File: src/source/daq_pkg.sv
//////////////////////////////
// Shared sizes, trigger settings and data types for the capture path.
// Imported by wildcard in the header of each RTL module.
//////////////////////////////

package daq_pkg;

	//////////////////////////////
	// board and sample geometry
	//////////////////////////////
	localparam int NUM_BOARDS   = 8;                        // board channels
	localparam int BOARD_W      = 3;                        // bits of a board index
	localparam int SAMPLE_W     = 16;                       // bits per sample
	localparam int LINE_SAMPLES = 16;                       // samples packed per line
	localparam int LINE_W       = SAMPLE_W * LINE_SAMPLES;  // 256 bit line
	localparam int SAMPLE_CNT_W = $clog2(LINE_SAMPLES);     // position counter inside a line

	// dram side
	localparam int ADDR_W = 25;  // word address into dram

	//////////////////////////////
	// trigger settings
	//////////////////////////////
	localparam int TRIGGER_LEVEL      = 16'h8000;                     // hit when sample >= level
	localparam int POST_TRIGGER_LINES = 4;                            // writes kept after trigger
	localparam int POST_CNT_W         = $clog2(POST_TRIGGER_LINES + 1);  // post trigger counter

	//////////////////////////////
	// data types
	//////////////////////////////
	typedef logic [SAMPLE_W-1:0]   sample_t;      // one board sample
	typedef logic [LINE_W-1:0]     line_t;        // one packed line
	typedef logic [ADDR_W-1:0]     addr_t;        // dram word address
	typedef logic [BOARD_W-1:0]    board_t;       // board index
	typedef logic [NUM_BOARDS-1:0] board_mask_t;  // one bit per board

endpackage
File: src/source/sample_packer.sv
//////////////////////////////
// Per-board packer. Qualifies samples and packs 16 of them into a line.
// Two line slots, the older full one is offered to the arbiter.
//////////////////////////////

`timescale 1ns/1ps

module sample_packer
	import daq_pkg::*;
(
	input  logic       clk,            // system clock
	input  logic       rst_n,          // sync reset, active low
	input  logic [1:0] rx_syncstatus,  // link sync flags, all ones when aligned
	input  logic [1:0] rx_datak,       // control word flags, zero for data
	input  sample_t    sample,         // sample from this board
	input  logic       line_take,      // arbiter consumes the offered line
	output logic       line_ready,     // a full line is waiting
	output line_t      line,           // offered line
	output logic       sample_valid    // current sample is qualified
);

	//////////////////////////////
	// slot state
	//////////////////////////////
	line_t                   slot_data [2];  // two line slots
	logic [1:0]              slot_full;      // full flag per slot
	logic                    wr_sel;         // slot being filled
	logic                    rd_sel;         // oldest full slot
	logic [SAMPLE_CNT_W-1:0] cnt;            // sample position inside current line
	logic                    drop_line;      // current line is being discarded
	logic                    line_start;     // next qualified sample opens a line
	logic                    drop_now;       // discard the current sample
	logic                    store;          // write the current sample into a slot
	logic                    line_done;      // last sample of a line is stored

	// a sample counts only with link aligned and a data word
	assign sample_valid = (rx_syncstatus == 2'b11) && (rx_datak == 2'b00);

	assign line_start = (cnt == '0);
	// drop decision is taken once at the line start, so lines stay whole
	assign drop_now   = line_start ? slot_full[wr_sel] : drop_line;
	assign store      = sample_valid && !drop_now;
	assign line_done  = store && (cnt == SAMPLE_CNT_W'(LINE_SAMPLES - 1));

	assign line_ready = slot_full[rd_sel];  // older slot offered first
	assign line       = slot_data[rd_sel];

	//////////////////////////////
	// position counter
	//////////////////////////////
	always_ff @(posedge clk) begin
		if (!rst_n) begin
			cnt       <= '0;
			drop_line <= 1'b0;
		end else if (sample_valid) begin
			cnt <= cnt + 1'b1;  // wraps after the 16th sample
			if (line_start)
				drop_line <= slot_full[wr_sel];  // no free slot, skip this line
		end
	end

	// slot bookkeeping
	always_ff @(posedge clk) begin
		if (!rst_n) begin
			slot_full <= 2'b00;
			wr_sel    <= 1'b0;
			rd_sel    <= 1'b0;
		end else begin
			if (line_done) begin
				slot_full[wr_sel] <= 1'b1;  // line complete
				wr_sel            <= ~wr_sel;
			end
			if (line_take && line_ready) begin
				slot_full[rd_sel] <= 1'b0;  // line handed to the arbiter
				rd_sel            <= ~rd_sel;
			end
		end
	end

	// sample payload, low sample first
	always_ff @(posedge clk) begin
		if (store)
			slot_data[wr_sel][cnt*SAMPLE_W +: SAMPLE_W] <= sample;
	end

endmodule

File: config.mk
export PLATFORM = sky130hd
export DESIGN_NAME = sample_packer
export DESIGN_NICKNAME = d
export VERILOG_FILES = /design/src/source/daq_pkg.sv /design/src/source/sample_packer.sv
export SDC_FILE = /design/constraint.sdc
export NUM_CORES = 1
export LEC_CHECK = 0
export ABC_CLOCK_PERIOD_IN_PS = 4200
export BUFFER_PORTS_ARGS = -buffer_cell sky130_fd_sc_hd__buf_2
export CORE_MARGIN = 1
export CORE_UTILIZATION = 57
export CTS_CLUSTER_DIAMETER = 60
export DETAILED_ROUTE_END_ITERATION = 10
export PLACE_DENSITY = 0.85
export SYNTH_ARGS = -nofsm -noshare
export SYNTH_HDL_FRONTEND = slang
export SYNTH_SLANG_ARGS = --single-unit
File: constraint.sdc
create_clock -name clk -period 4.2 [get_ports clk]
set_clock_uncertainty 0.05 [all_clocks]
set_input_delay 0 -clock clk [delete_from_list [all_inputs] [get_ports clk]]
set_output_delay 0 -clock clk [all_outputs]
set_load 0.01 [all_outputs]
-- Word level (Yosys, flattened, before mapping)
Memories as Yosys holds them, arrays and structs flattened. A register that Yosys moved wholly into a read port is not among the register bits.
Index checks and enable logic that the tools add are counted.
- RAM bits: 512
- memories: 1
- output and inout bits: 258
- register bits after elaboration: 9
- input bits: 23
- $lt $le $gt $ge: 4
- bitwise logic cells: 5
- multiplexer cells: 16
- equal/unequal tests: 2
- reduce and logical (&&, ||, !) cells: 9
- shift-type cells: 2
- add/subtract/negate cells: 2
- memories (memory ; words ; width ; read ports ; clocked after Yosys merged registers in ; wr ports ; line ; source):
    slot_data ; 2 ; 256 ; 1 ; 1 ; 1 ; sample_packer.sv:25 ; line_t slot_data [2];
- operators by type and width (cell ; number):
    $mux 256 ; 1
    $shift 16x34->256 const A ; 1
    $shiftx 16x34->256 ; 1
    $neg 8->34 ; 1
    $mux 1 ; 10
    $logic_and 1x1->1 ; 6
    $mux 2 ; 3
    $add 4x1->4 const B ; 1
    $eq 4x4->1 const B ; 1
    $logic_not 4->1 ; 1
    $lt 1x2->1 const B ; 2
    $and 2x2->2 ; 1
    $demux 1 s1 ; 2
    $eq 2x2->1 const B ; 1
    $ge 1x1->1 const B ; 2
    $logic_not 2->1 ; 1
    $not 1->1 ; 2
    $not 2->2 ; 1
    $or 2x2->2 ; 1
    $logic_not 1->1 ; 1

-- Logic depth before layout (Yosys ltp)
- depth in word-level cells: 10
- mapped depth: 8
- gate-level depth less buffers: 5

-- Worst setup path before layout
Ideal clock, no wire load.
- kind: register to register
- start point: reg cnt[1]
- end point: mem slot_data[0][0] (netlist name) (enable)
- slack: 0.463 ns
- data arrival time: 3.251 ns
- stages on the path, launching flop included: 6
- cells stage by stage: dfxtp_1 > inv_1 > ha_1 > nor4_2 > and2_1 > nor4b_1
- longest elaborated chain between the ends: 6
- elaborated cells on any way between the ends: 8
- classes of those cells: add/sub: 1; shift: 1; mux: 3; reduce/logical: 3
- RTL lines (item ; line ; source):
    from (decl) ; sample_packer.sv:29 ; logic [SAMPLE_CNT_W-1:0] cnt;
    from (signal assigned) ; sample_packer.sv:56 ; cnt <= cnt + 1'b1;
    branches (longest 5 deep; another with $neg 8->34) ; n/a ;
    $mux 256 (implied by the code) (*) ; sample_packer.sv:83 ; slot_data[wr_sel][cnt*SAMPLE_W +: SAMPLE_W] <= sample;
    to (decl) ; sample_packer.sv:25 ;
Mark *: on every way between the ends.

-- Final worst setup path
- start point: reg cnt[2]
- end point: mem slot_data[0][26] (netlist name) (enable)
The elaborated chain is that of the path after synthesis.

==> impl_metrics.yaml <==
worst_setup_path:
  slowest_delay_ns: 0.71
  cpLargestDelayFamily: "simple AND/OR/NAND/NOR gates"
  startpoint: "cnt[2]"
  reg2reg_depth: 7
  worstPathMaxFanout: 21
  reg2reg_slack_ns: 1.02
  required_ns: 4.43
  cp_common_cell: "buf_4"
  crit_buf_inv: 3
  worst_setup_path_end_kind: "flop"
  arrival_ns: 3.40
  r2r_start: "cnt[2]"
  critPathKind: "flop to flop"
  cp_slowest_cell: "dfxtp_1"
  r2r-end: "slot_data[0][26]"
  setup.worst_path.start_class: "flop"
  crit_cells: 7
  crit_end: "slot_data[0][26]"
  path_cells: "nor3_1 -> ha_1 -> inv_2 -> or2_1 -> buf_4 -> nor2_1 -> buf_4"
timing:
  rsz0062_at_grt: "false"
  slew_viol_final: 0
  worst_slew_pin_slew_ns: 0.983
  relSlewSlack_pct: 34.2
  period_needed_ns: 3.18
  timing.final.crit_share_pct: 75.6
  finalSetupViolations: 0
  setup-tns-final_ns: 0
  max_freq_mhz: 315
  hold_violations: 0
placement:
  dp_hpwl_um: 31300
  portBuffers: 280
  place_congestion: 0.789
  dpl.cell_count: 1964
synth:
  syn_nets: 1277
  synthFlopType: "edfxtp_1"
  yosys.area.top_type: "edfxtp_1"
  ys_warn_count: 0
  yosysTopAreaCellShare_pct: 73.2
  ys_seq_area_share_pct: 74.2
  async_reset_ff_share_pct: 0
  synth_edf_count: 512
  synthDistinctLibCells: 43
  syn-cell-area_sq_um: 21000
  synth.avg_cell_area_sq_um: 16.8
  ys_seq_elements: 522
  synthCells: 1248
  ys_top_cells_by_area: "edfxtp_1, mux2_2, nor2_1, and3_1, and2_1"
power_and_ir_drop:
  powerDensity_nw_per_um2: 408
  total_power_mw: 10.1
  ir_worst_vdd_mv: 0.495
  leakagePower_nw: 9.37
floorplanning:
  die_h_um: 194
  ios: 281
  coreArea_sq_um: 35900
  die-area_sq_um: 37600
  rows: 69
  die_w_um: 194
  initial_core_util_pct: 58.5
drt:
  vias: 12100
  drc: 0
  antenna_left: 0
  vias_per_cell: 5.80
  maxUsedRoutingLayer: "met4"
  drt_iter0_markers: 1098
  dr_wl_met3_um: 4640
  wl_per_cell_um: 23.7
  routed_wl_um: 49400
  wl_met1_um: 18800
  dr.pass1.iters: 5
  wl_met2_um: 24200
clock_network:
  cts_root_buf: "clkbuf_16"
  htreeDepth: 2
  clock-sinks: 522
  clk_pin_slew_ns: 0.06
  insertion_delay_ns: 0.59
  cts_tree: "yes"
  cts_buffer_depth: 3
  cts_buffers: 51
  cts_resized: 0
status:
  status: "finished clean"
global_routing:
  grtUsageTotal_pct: 26.4
  grt_start_max_net_pins: 163
  grt-ovfl-total: 0
  grt_pass1_vias: 12300
  antenna_found_initial: 3
  grt_pass1_wl_um: 72800
layout:
  syn_to_final_growth_pct: 18.2
  nets: 1605
  num-fill-cells: 2236
  regArea_sq_um: 15600
  drive_gt1_share_pct: 41.9
  multi_input_area_sq_um: 5100
  fin_cells: 2081
min_path:
  hold_class: "input pin to flop"
job:
  maxCapViolCount: 0
## report_power, final
group          total (mW)  switching [mW]  internal [mW]  leakage, nW
Clock                4.31            1.90           2.42        0.772
Sequential           5.65         0.00262           5.64         5.12
Combinational       0.157           0.110         0.0470         3.48
## synthesized netlist by cell type (all sizes together) (3+ instances only)
cell type / number
inv: 7
a21oi: 4
dfxtp: 10
a311oi: 3
nand2: 42
and3: 80
nor2: 158
nor4: 3
nor2b: 3
nand3: 7
buf: 48
nor3: 8
and2: 50
nand2b: 4
edfxtp: 512
mux2: 257
clkbuf: 22
ha: 6
mux2i: 5
## worst reg2reg max path, cell delays in order (launching register included)
cell	delay, ns
dfxtp_1	0.71
nor3_1	0.10
ha_1	0.48
inv_2	0.16
or2_1	0.58
buf_4	0.38
nor2_1	0.14
buf_4	0.27
## kinds of logic (layout without fill, tap and decap cells)
kind of cell               count (synthesis)  after routing  share of synthesized area, %
AOI/OAI and AO/OA                         14             14                         0.602
xor gates and xnor gates                   2              2                         0.173
adders and majority gates                  6              6                         0.358
buffers and inverters                     77            445                          1.79
DFF                                      522            522                          74.2
muxes                                    262            262                          14.0
other                                      0              4                             0
and+or+nand+nor                          365            365                          8.87
## through the flow
| step | hold WS (ns) | setup slack (ns) | area [sq um] | util [%] |
|---|---|---|---|---|
| 2_1_floorplan | 0.0731 | 0.463 | 21000 | - |
| 3_3_place_gp | 0.209 | 1.11 | 23100 | 64.2 |
| 3_5_place_dp | 0.225 | 1.00 | 23100 | 64.2 |
| 4_1_cts | 0.0102 | 1.00 | 24800 | 69.1 |
| 5_1_grt | 0.0207 | 0.841 | 24800 | 69.1 |
| 6_report | 0.0438 | 1.02 | 24800 | 69.1 |
## worst min path at each step
stage	start	endpoint	slack, ns	cells past startpoint
floorplan	line_take	flop	0.07	1
global placement	line_take	flop	0.21	2
detailed placement	line_take	flop	0.22	2
CTS	sample[11]	slot_data[1][139]	0.01	2
global route	sample[11]	slot_data[0][235]	0.02	2
finish	sample[11]	slot_data[0][11]	0.04	2
## repair_timing
| action | CTS | global route |
|---|---|---|
| hold buffers | 20 | 0 |
| endpoints found under the hold margin | 217 | 0 |
| setup buffers | 0 | 0 |
## metal layers
layer,GRT usage (%),vias up
met3,6.68,108
met1,33.7,6011
li1,-,5358
met4,10.8,0
met5,0,-
met2,43.4,593
## sequential cells by signal, summed over array words and instances (netlist names), named ones only
| register | count |
|---|---|
| drop_line | 1 |
| slot_data | 512 |
| rd_sel | 1 |
| cnt | 4 |
| slot_full | 2 |
| wr_sel | 1 |
## cell usage in the layout, fill, tap and decap left out, types with 2 or more instances in the layout
cell,netlist,final
edfxtp_1,512,512
buf_2,43,280
mux2_2,257,257
nor2_1,158,158
and3_1,80,80
clkbuf_16,0,51
and2_1,50,50
buf_4,1,43
nand2_1,42,42
dlygate4sd3_1,0,20
clkinv_1,0,13
clkinv_2,0,12
clkbuf_1,16,9
dfxtp_1,10,9
nand3_1,7,7
inv_1,6,6
nor3_2,0,6
ha_1,6,6
mux2i_1,5,5
diode_2,0,4
a21oi_1,3,3
nor2b_1,3,3
a311oi_1,3,3
bufinv_16,0,3
a21o_1,2,2
nor4_4,2,2
nand2b_1,3,2
nor4b_2,0,2
nand4_1,2,2
o41ai_1,2,2
inv_6,0,2
clkinv_4,0,2
buf_12,0,2
## final cells by class
type                       instances  share of cell area (%)
antenna                            4                  0.0403
clock inverter                    33                   0.988
clock buffer                      60                    5.28
inverter                           7                   0.106
timing repair buffer             345                    7.92
tap                              461                    2.32
sequential                       522                    62.8
multi-input combinational        649                    20.6
No activity file was read; power rests on OpenSTA's default activity.
