### src/source/daq_pkg.sv
//////////////////////////////
// Shared sizes, trigger settings and data types for the capture path.
// Imported by wildcard in the header of each RTL module.
//////////////////////////////

package daq_pkg;

	//////////////////////////////
	// board and sample geometry
	//////////////////////////////
	localparam int NUM_BOARDS   = 8;                        // board channels
	localparam int BOARD_W      = 3;                        // bits of a board index
	localparam int SAMPLE_W     = 16;                       // bits per sample
	localparam int LINE_SAMPLES = 16;                       // samples packed per line
	localparam int LINE_W       = SAMPLE_W * LINE_SAMPLES;  // 256 bit line
	localparam int SAMPLE_CNT_W = $clog2(LINE_SAMPLES);     // position counter inside a line

	// dram side
	localparam int ADDR_W = 25;  // word address into dram

	//////////////////////////////
	// trigger settings
	//////////////////////////////
	localparam int TRIGGER_LEVEL      = 16'h8000;                     // hit when sample >= level
	localparam int POST_TRIGGER_LINES = 4;                            // writes kept after trigger
	localparam int POST_CNT_W         = $clog2(POST_TRIGGER_LINES + 1);  // post trigger counter

	//////////////////////////////
	// data types
	//////////////////////////////
	typedef logic [SAMPLE_W-1:0]   sample_t;      // one board sample
	typedef logic [LINE_W-1:0]     line_t;        // one packed line
	typedef logic [ADDR_W-1:0]     addr_t;        // dram word address
	typedef logic [BOARD_W-1:0]    board_t;       // board index
	typedef logic [NUM_BOARDS-1:0] board_mask_t;  // one bit per board

endpackage
### src/source/line_wr_if.sv
//////////////////////////////
// Line transfer from the arbiter to the dram write controller.
// The arbiter drives through src, the writer receives through dst.
//////////////////////////////

`timescale 1ns/1ps

interface line_wr_if;

	logic            valid;  // arbiter holds a line for the writer
	logic            ready;  // writer has no write pending
	daq_pkg::line_t  line;   // packed line, sample 0 in the low bits
	daq_pkg::board_t board;  // board that produced the line

	// arbiter side
	modport src (
		output valid,
		output line,
		output board,
		input  ready
	);

	// writer side
	modport dst (
		input  valid,
		input  line,
		input  board,
		output ready
	);

endinterface

### src/source/dram_write_ctrl.sv
//////////////////////////////
// Dram address and write controller. Single-beat writes to consecutive
// addresses from 0, held until wait request drops. Stops a fixed number
// of writes after the trigger and raises the mask output.
//////////////////////////////

`timescale 1ns/1ps

module dram_write_ctrl
	import daq_pkg::*;
(
	input  logic   clk,                // system clock
	input  logic   rst_n,              // sync reset, active low
	input  logic   triggering_status,  // from the threshold detector
	input  logic   dram_wait_request,  // dram not ready to take the write
	output addr_t  dram_wr_address,    // current write address
	output line_t  dram_write_data,    // line being written
	output logic   dram_write_enable,  // write pending
	output logic   mask_output,        // capture finished after trigger
	line_wr_if.dst wr                  // line from the arbiter
);

	logic                  accept;    // line taken from the arbiter
	logic                  done;      // dram completes the pending write
	logic                  last_one;  // this completion ends the capture
	logic [POST_CNT_W-1:0] post_cnt;  // writes completed while triggered

	//////////////////////////////
	// handshakes
	//////////////////////////////
	// no new line while a write is pending or after the stop
	assign wr.ready = !dram_write_enable && !mask_output;
	assign accept   = wr.valid && wr.ready;
	assign done     = dram_write_enable && !dram_wait_request;
	assign last_one = triggering_status && (post_cnt == POST_CNT_W'(POST_TRIGGER_LINES - 1));

	//////////////////////////////
	// write state
	//////////////////////////////
	always_ff @(posedge clk) begin
		if (!rst_n) begin
			dram_write_enable <= 1'b0;
			dram_wr_address   <= '0;
		end else begin
			if (accept)
				dram_write_enable <= 1'b1;  // start on the edge after transfer
			else if (done)
				dram_write_enable <= 1'b0;
			if (done)
				dram_wr_address <= dram_wr_address + 1'b1;  // next word
		end
	end

	// post trigger count and stop
	always_ff @(posedge clk) begin
		if (!rst_n) begin
			post_cnt    <= '0;
			mask_output <= 1'b0;
		end else if (done && triggering_status) begin
			post_cnt <= post_cnt + 1'b1;
			if (last_one)
				mask_output <= 1'b1;  // writer stays idle from here on
		end
	end

	// write data, stable while enable is high
	always_ff @(posedge clk) begin
		if (accept)
			dram_write_data <= wr.line;
	end

endmodule

### src/flat_wrapper.sv
// flat-port wrapper written by rule: the top's interface ports become plain ports
module dram_write_ctrl_flat import daq_pkg::*;
  (clk, rst_n, triggering_status, dram_wait_request, dram_wr_address, dram_write_data, dram_write_enable, mask_output, wr_valid, wr_line, wr_board, wr_ready);
  line_wr_if wr_i ();
  input  logic clk;
  input  logic rst_n;
  input  logic triggering_status;
  input  logic dram_wait_request;
  output addr_t dram_wr_address;
  output line_t dram_write_data;
  output logic dram_write_enable;
  output logic mask_output;
  input wire logic [$bits(wr_i.valid)-1:0] wr_valid;
  input wire logic [$bits(wr_i.line)-1:0] wr_line;
  input wire logic [$bits(wr_i.board)-1:0] wr_board;
  output wire logic [$bits(wr_i.ready)-1:0] wr_ready;
  assign wr_i.valid = wr_valid;
  assign wr_i.line = wr_line;
  assign wr_i.board = wr_board;
  assign wr_ready = wr_i.ready;
  dram_write_ctrl u_core (.clk(clk), .rst_n(rst_n), .triggering_status(triggering_status), .dram_wait_request(dram_wait_request), .dram_wr_address(dram_wr_address), .dram_write_data(dram_write_data), .dram_write_enable(dram_write_enable), .mask_output(mask_output), .wr(wr_i));
endmodule
### config.mk
export PLATFORM = sky130hd
export DESIGN_NAME = dram_write_ctrl_flat
export DESIGN_NICKNAME = d
export VERILOG_FILES = /design/src/source/daq_pkg.sv /design/src/source/line_wr_if.sv /design/src/source/dram_write_ctrl.sv /design/src/flat_wrapper.sv
export SDC_FILE = /design/constraint.sdc
export NUM_CORES = 1
export LEC_CHECK = 0
export ABC_AREA = 1
export BUFFER_PORTS_ARGS = -buffer_cell sky130_fd_sc_hd__buf_2
export CAP_MARGIN = 15
export CORE_AREA = 2 2 214 216
export CTS_CLUSTER_SIZE = 16
export DETAILED_ROUTE_END_ITERATION = 8
export DIE_AREA = 0 0 216 218
export HOLD_SLACK_MARGIN = 0.03
export PLACE_DENSITY = 0.45
export SYNTH_ARGS = -nofsm -noshare
export SYNTH_HDL_FRONTEND = slang
export SYNTH_SLANG_ARGS = --single-unit
### constraint.sdc
create_clock -name clk -period 6.9 [get_ports clk]
set_input_delay 0.345 -clock clk [delete_from_list [all_inputs] [get_ports clk]]
set_output_delay 0.345 -clock clk [all_outputs]
set_load 0.1 [all_outputs]
### Yosys cells after proc, flatten, opt, wreduce, memory -nomap -nowiden

Index checks and enable logic that the tools add are counted.

* multiplexer cells: 2
* reductions and logical operators: 10
* add/sub/neg operators: 2
* equal/unequal tests: 1

Operators with widths (count)
* adder 25 x 1 -> 25 bit (second input constant): 1
* logical AND 1 bit: 5
* adder 3 x 1 -> 3 bit (second input constant): 1
* == test 3 x 2 -> 1 bit (second input constant): 1
* logical NOT 1 bit: 3
* 2-to-1 mux 1 bit: 2
* AND reduction 2 bit: 1
* nonzero test 2 bit: 1

* register bits after elaboration: 286
* bits of input ports: 264

### Longest topological paths before layout

* depth in word-level cells: 4
* gate-level depth with buffers: 9
* depth with buffers taken out: 9

### Worst setup path after synthesis

Ideal clock, no wire load.

* path type: register to register
* from: register u_core.dram_write_enable
* to: register u_core.dram_write_data[0] (enable)
* data required time: 6292 ps
* setup slack: -1031 ps
* path buffers: 0
* stages on the path, launching flop included: 4
* arrival: 7323 ps
* cell sequence: dfxtp_1 nor2_1 nand2_1 inv_1

* longest elaborated chain between the ends: 3

Ends and longest elaborated chain
* from (decl): line dram_write_ctrl.sv:18 `output logic dram_write_enable,`
* from (signal assigned): line dram_write_ctrl.sv:42 `dram_write_enable <= 1'b0;`
* from (signal assigned): line dram_write_ctrl.sv:46 `dram_write_enable <= 1'b1;`
* from (signal assigned): line dram_write_ctrl.sv:48 `dram_write_enable <= 1'b0;`
* logical NOT 1 bit: line dram_write_ctrl.sv:32 `assign wr.ready = !dram_write_enable && !mask_output;`
* logical AND 1 bit: line dram_write_ctrl.sv:32
* named net wr_ready: line flat_wrapper.sv:16 `output wire logic [$bits(wr_i.ready)-1:0] wr_ready;`
* logical AND 1 bit: line dram_write_ctrl.sv:33 `assign accept = wr.valid && wr.ready;`
* named net u_core.accept: line dram_write_ctrl.sv:23 `logic accept;`
* to (signal assigned): line dram_write_ctrl.sv:69 `dram_write_data <= wr.line;`
* to (decl): line dram_write_ctrl.sv:17 `output line_t dram_write_data,`

The timed path passes the listed nets, and every way through them passes these cells.
A chain may end at the register's enable or synchronous reset.

### Final worst setup path

* from: register u_core.dram_write_enable
* to: register u_core.dram_write_data[101] (enable)

* longest elaborated chain between the ends: 3

Ends and longest elaborated chain (line)
* logical NOT 1 bit: dram_write_ctrl.sv:32
* logical AND 1 bit: dram_write_ctrl.sv:32
* logical AND 1 bit: dram_write_ctrl.sv:33
* named net u_core.accept: dram_write_ctrl.sv:23

The timed path passes the listed nets, and every way through them passes these cells.

==> results.sh <==
export IMPL_io_pins=548
export IMPL_post_route_cells_drive_above_1_share=0.451
export IMPL_period_share=0.415
export IMPL_routed_wl_um=33200
export IMPL_kind_of_cell_adding_the_most_delay_to_the_critical_path="buffers and inverters"
export IMPL_hold_worst_slack_ns=0.153
export IMPL_final_cell_mix="buf_2 (544), dlygate4sd3_1 (256), edfxtp_1 (256), nand2_1 (70), nor2_1 (45)"
export IMPL_seqPwrFrac=0.412
export IMPL_clock_power_share=0.374
export IMPL_critical_path_max_stage_delay_ns=0.83
export IMPL_min_period_ns=2.86
export IMPL_power_per_cell_area_nw_per_um2=298
export IMPL_cts_inserted_buffers=35
export IMPL_max_slew_margin_rel=0.346
export IMPL_critPathBufInv=3
export IMPL_die_w_um=216
export IMPL_synth_area_leaders="edfxtp_1 (82%), dfxtp_1 (6.4%), nand2_1 (2.8%), inv_1 (1.8%), nor2_1 (1.8%)"
export IMPL_placedCellCount=1662
export IMPL_floorplan_die_height_um=218
export IMPL_proportion_of_synthesized_chip_area_in_sequential_cells=0.885
export IMPL_worst_setup_path_type="flip-flop to flip-flop"
export IMPL_synth_avg_cell_area_um2=18.1
export IMPL_route_detailed_wl_per_inst_um=16.8
export IMPL_antenna_violating_nets_post_route=0
export IMPL_maxClockFrequency_ghz=0.350
export IMPL_grt_util_all_layers=0.133
export IMPL_initial_utilization=0.209
export IMPL_cp_data_arrival_time_ns=3.00
export IMPL_netlist_area_um2=9360
export IMPL_unrepaired_setup_endpoints_after_global_routing="no"
export IMPL_comb_power_share=0.214
export IMPL_clock_tree_from_tritoncts="built"
export IMPL_worstPathCellList="nor2_1, nand2_1, clkinvlp_4, buf_4, buf_4"
export IMPL_design_die_area_um2=47100
export IMPL_avgViaCountPerCell=3.77
export IMPL_tritoncts_num_sinks=286
export IMPL_cpMostUsedCell="buf_4"
export IMPL_finClkSkew_ns=0.0222
export IMPL_global_placer_s_final_weighted_congestion=0.772
export IMPL_total_switching_power_mw=1.59
export IMPL_skew_pair_late_insertion_delay_ns=0.53
export IMPL_final_util=0.368
export IMPL_postCtsSetupBuffers=0
export IMPL_drc=0
export IMPL_sw_frac_of_total=0.323
export IMPL_clk_root_buffer_cell="clkbuf_16"
export IMPL_grt_antenna_before_repair=4
export IMPL_min_setup_slack_post_route_ns=4.04
export IMPL_final_stage_net_count=1622
export IMPL_critical_path_peak_fanout=72
export IMPL_ctsHtreeMaxLevel=2
export IMPL_clk_pin_slew_worst_paths_ns=0.05
export IMPL_detailroute_via_count=7470
export IMPL_finalHoldViolations=0
export IMPL_overflow=0
export IMPL_first_pass_iters=4
export IMPL_outcome="completed"
export IMPL_yosys_warnings=0
export IMPL_synth_largest_area_cell="edfxtp_1"
export IMPL_yosysUniqueCellTypes=25
export IMPL_cellLeakagePower_nw=7.02
export IMPL_vdd_ir_drop_max_uv=194
export IMPL_worstMarginPinSlew_ns=0.981
export IMPL_rows=78
export IMPL_finalSetupViolCount=0
export IMPL_final_max_slew_violation_count=0
export IMPL_clock_tree_buffer_depth=3
export IMPL_dp_slack_ns=3.94
export IMPL_drv_cap=0
export IMPL_endpoint_required_time_on_the_critical_path_ns=7.04
export IMPL_min_delay_path_class="primary input to flip-flop"
export IMPL_layout_cells_most_common="buf_2"
export IMPL_tns_ns=0
export IMPL_synthesized_instance_count=518
export IMPL_number_of_standard_cells_in_the_final_layout_excluding_fillers=1981
export IMPL_yosys_area_top_type_share=0.821
export IMPL_floorplan_core_area_um2=44900
export IMPL_ys_ff_latch=286
export IMPL_wire_length_of_the_first_global_routing_pass_um=46700
export IMPL_place_port_buffers=544
export IMPL_syn_num_nets=785
export IMPL_dp_hpwl_um=24700
export IMPL_detail_route_iter0_violations=335
export IMPL_vias_in_the_first_global_route=7676
export IMPL_critPathSlowestCell="buf_4"
export IMPL_grt_start_max_net_pins=76
export IMPL_worst_setup_path_end_kind="flip-flop"
export IMPL_area_growth_syn_to_layout_pct=76.6
export IMPL_intPower_mw=3.34
export IMPL_startpoint_type_of_the_worst_setup_path="flip-flop"
cell usage after synthesis:
library cell	instances
o21ai_0	4
o21a_1	1
a21oi_1	9
and3_1	1
nand3_2	8
ha_1	3
buf_6	2
buf_1	1
xor2_1	1
nand2_2	1
nor2_1	45
inv_1	45
nor3_1	2
clkbuf_1	1
inv_2	7
nand4_1	11
nor2_4	3
nand3_1	9
o21bai_1	1
edfxtp_1	256
a31oi_1	1
nand2_1	70
o21ai_1	2
dfxtp_1	30
nor2_2	4
state kept, by name (all words and copies together) (netlist names):
name                      flops
u_core.post_cnt               3
u_core.mask_output            1
u_core.dram_write_data      256
u_core.dram_write_enable      1
u_core.dram_wr_address       25
power groups by stage:
| stage | Combinational, mW | Clock, mW | Sequential [mW] |
|---|---|---|---|
| 6_report | 1.05 | 1.84 | 2.03 |
| 2_1_floorplan | 0.0437 | 0 | 2.76 |
| 4_1_cts | 1.06 | 1.90 | 2.03 |
| 5_1_grt | 1.09 | 1.97 | 2.04 |
| 3_5_place_dp | 0.937 | 0 | 2.07 |
| 3_3_place_gp | 0.935 | 0 | 2.07 |
tightest hold or removal path, stage by stage:
cell and delay, ns:
buf_2 0.14, nand2_1 0.07, a21oi_1 0.06
cells by family after synthesis:
kind of cell,after synthesis,synth area share
AOI/OAI and AO/OA,18,0.0103
xor gates and xnor gates,1,0.000936
buffers and inverters,56,0.0241
and+or+nand+nor,154,0.0755
DFF,286,0.885
adders and majority gates,3,0.00401
worst paths after layout:
check                      startpoint  depth (start not counted)                     endpoint  slack (ns)
max          u_core.dram_write_enable                          5  u_core.dram_write_data[101]        4.04
min                 dram_wait_request                          3     u_core.dram_write_enable        0.15
max reg2reg  u_core.dram_write_enable                          5  u_core.dram_write_data[101]        4.04
min reg2reg        u_core.post_cnt[1]                          2           u_core.post_cnt[1]        0.47
timing repair:
| action | in CTS | in global routing |
|---|---|---|
| resized for setup | 0 | 0 |
| hold endpoints to repair | 256 | 0 |
| hold buffers | 256 | 0 |
through the flow:
stage	instance area, µm²	power, mW
2_1_floorplan	9370	2.81
3_3_place_gp	12800	3.00
3_5_place_dp	12800	3.01
4_1_cts	16500	5.00
5_1_grt	16500	5.10
6_report	16500	4.93
layout make-up:
| type | instances | area [µm²] |
|---|---|---|
| fillers | 4419 | 28400 |
| well taps | 600 | 751 |
| repair buffers | 804 | 5320 |
| diodes | 3 | 7.51 |
| clock buffers | 40 | 895 |
| inverters | 52 | 199 |
| flip-flops and latches | 286 | 8290 |
| multi-input cells | 176 | 850 |
| clock inverters | 20 | 233 |
routing by layer:
layer	part of all wire	vias to the layer above	track usage
met5	0.00039	-	0
met4	0.027	2	0.0443
met3	0.081	56	0.0478
met1	0.38	3554	0.147
li1	-	3542	-
met2	0.51	316	0.237
Note: power is estimated with default switching activity, not from simulation.
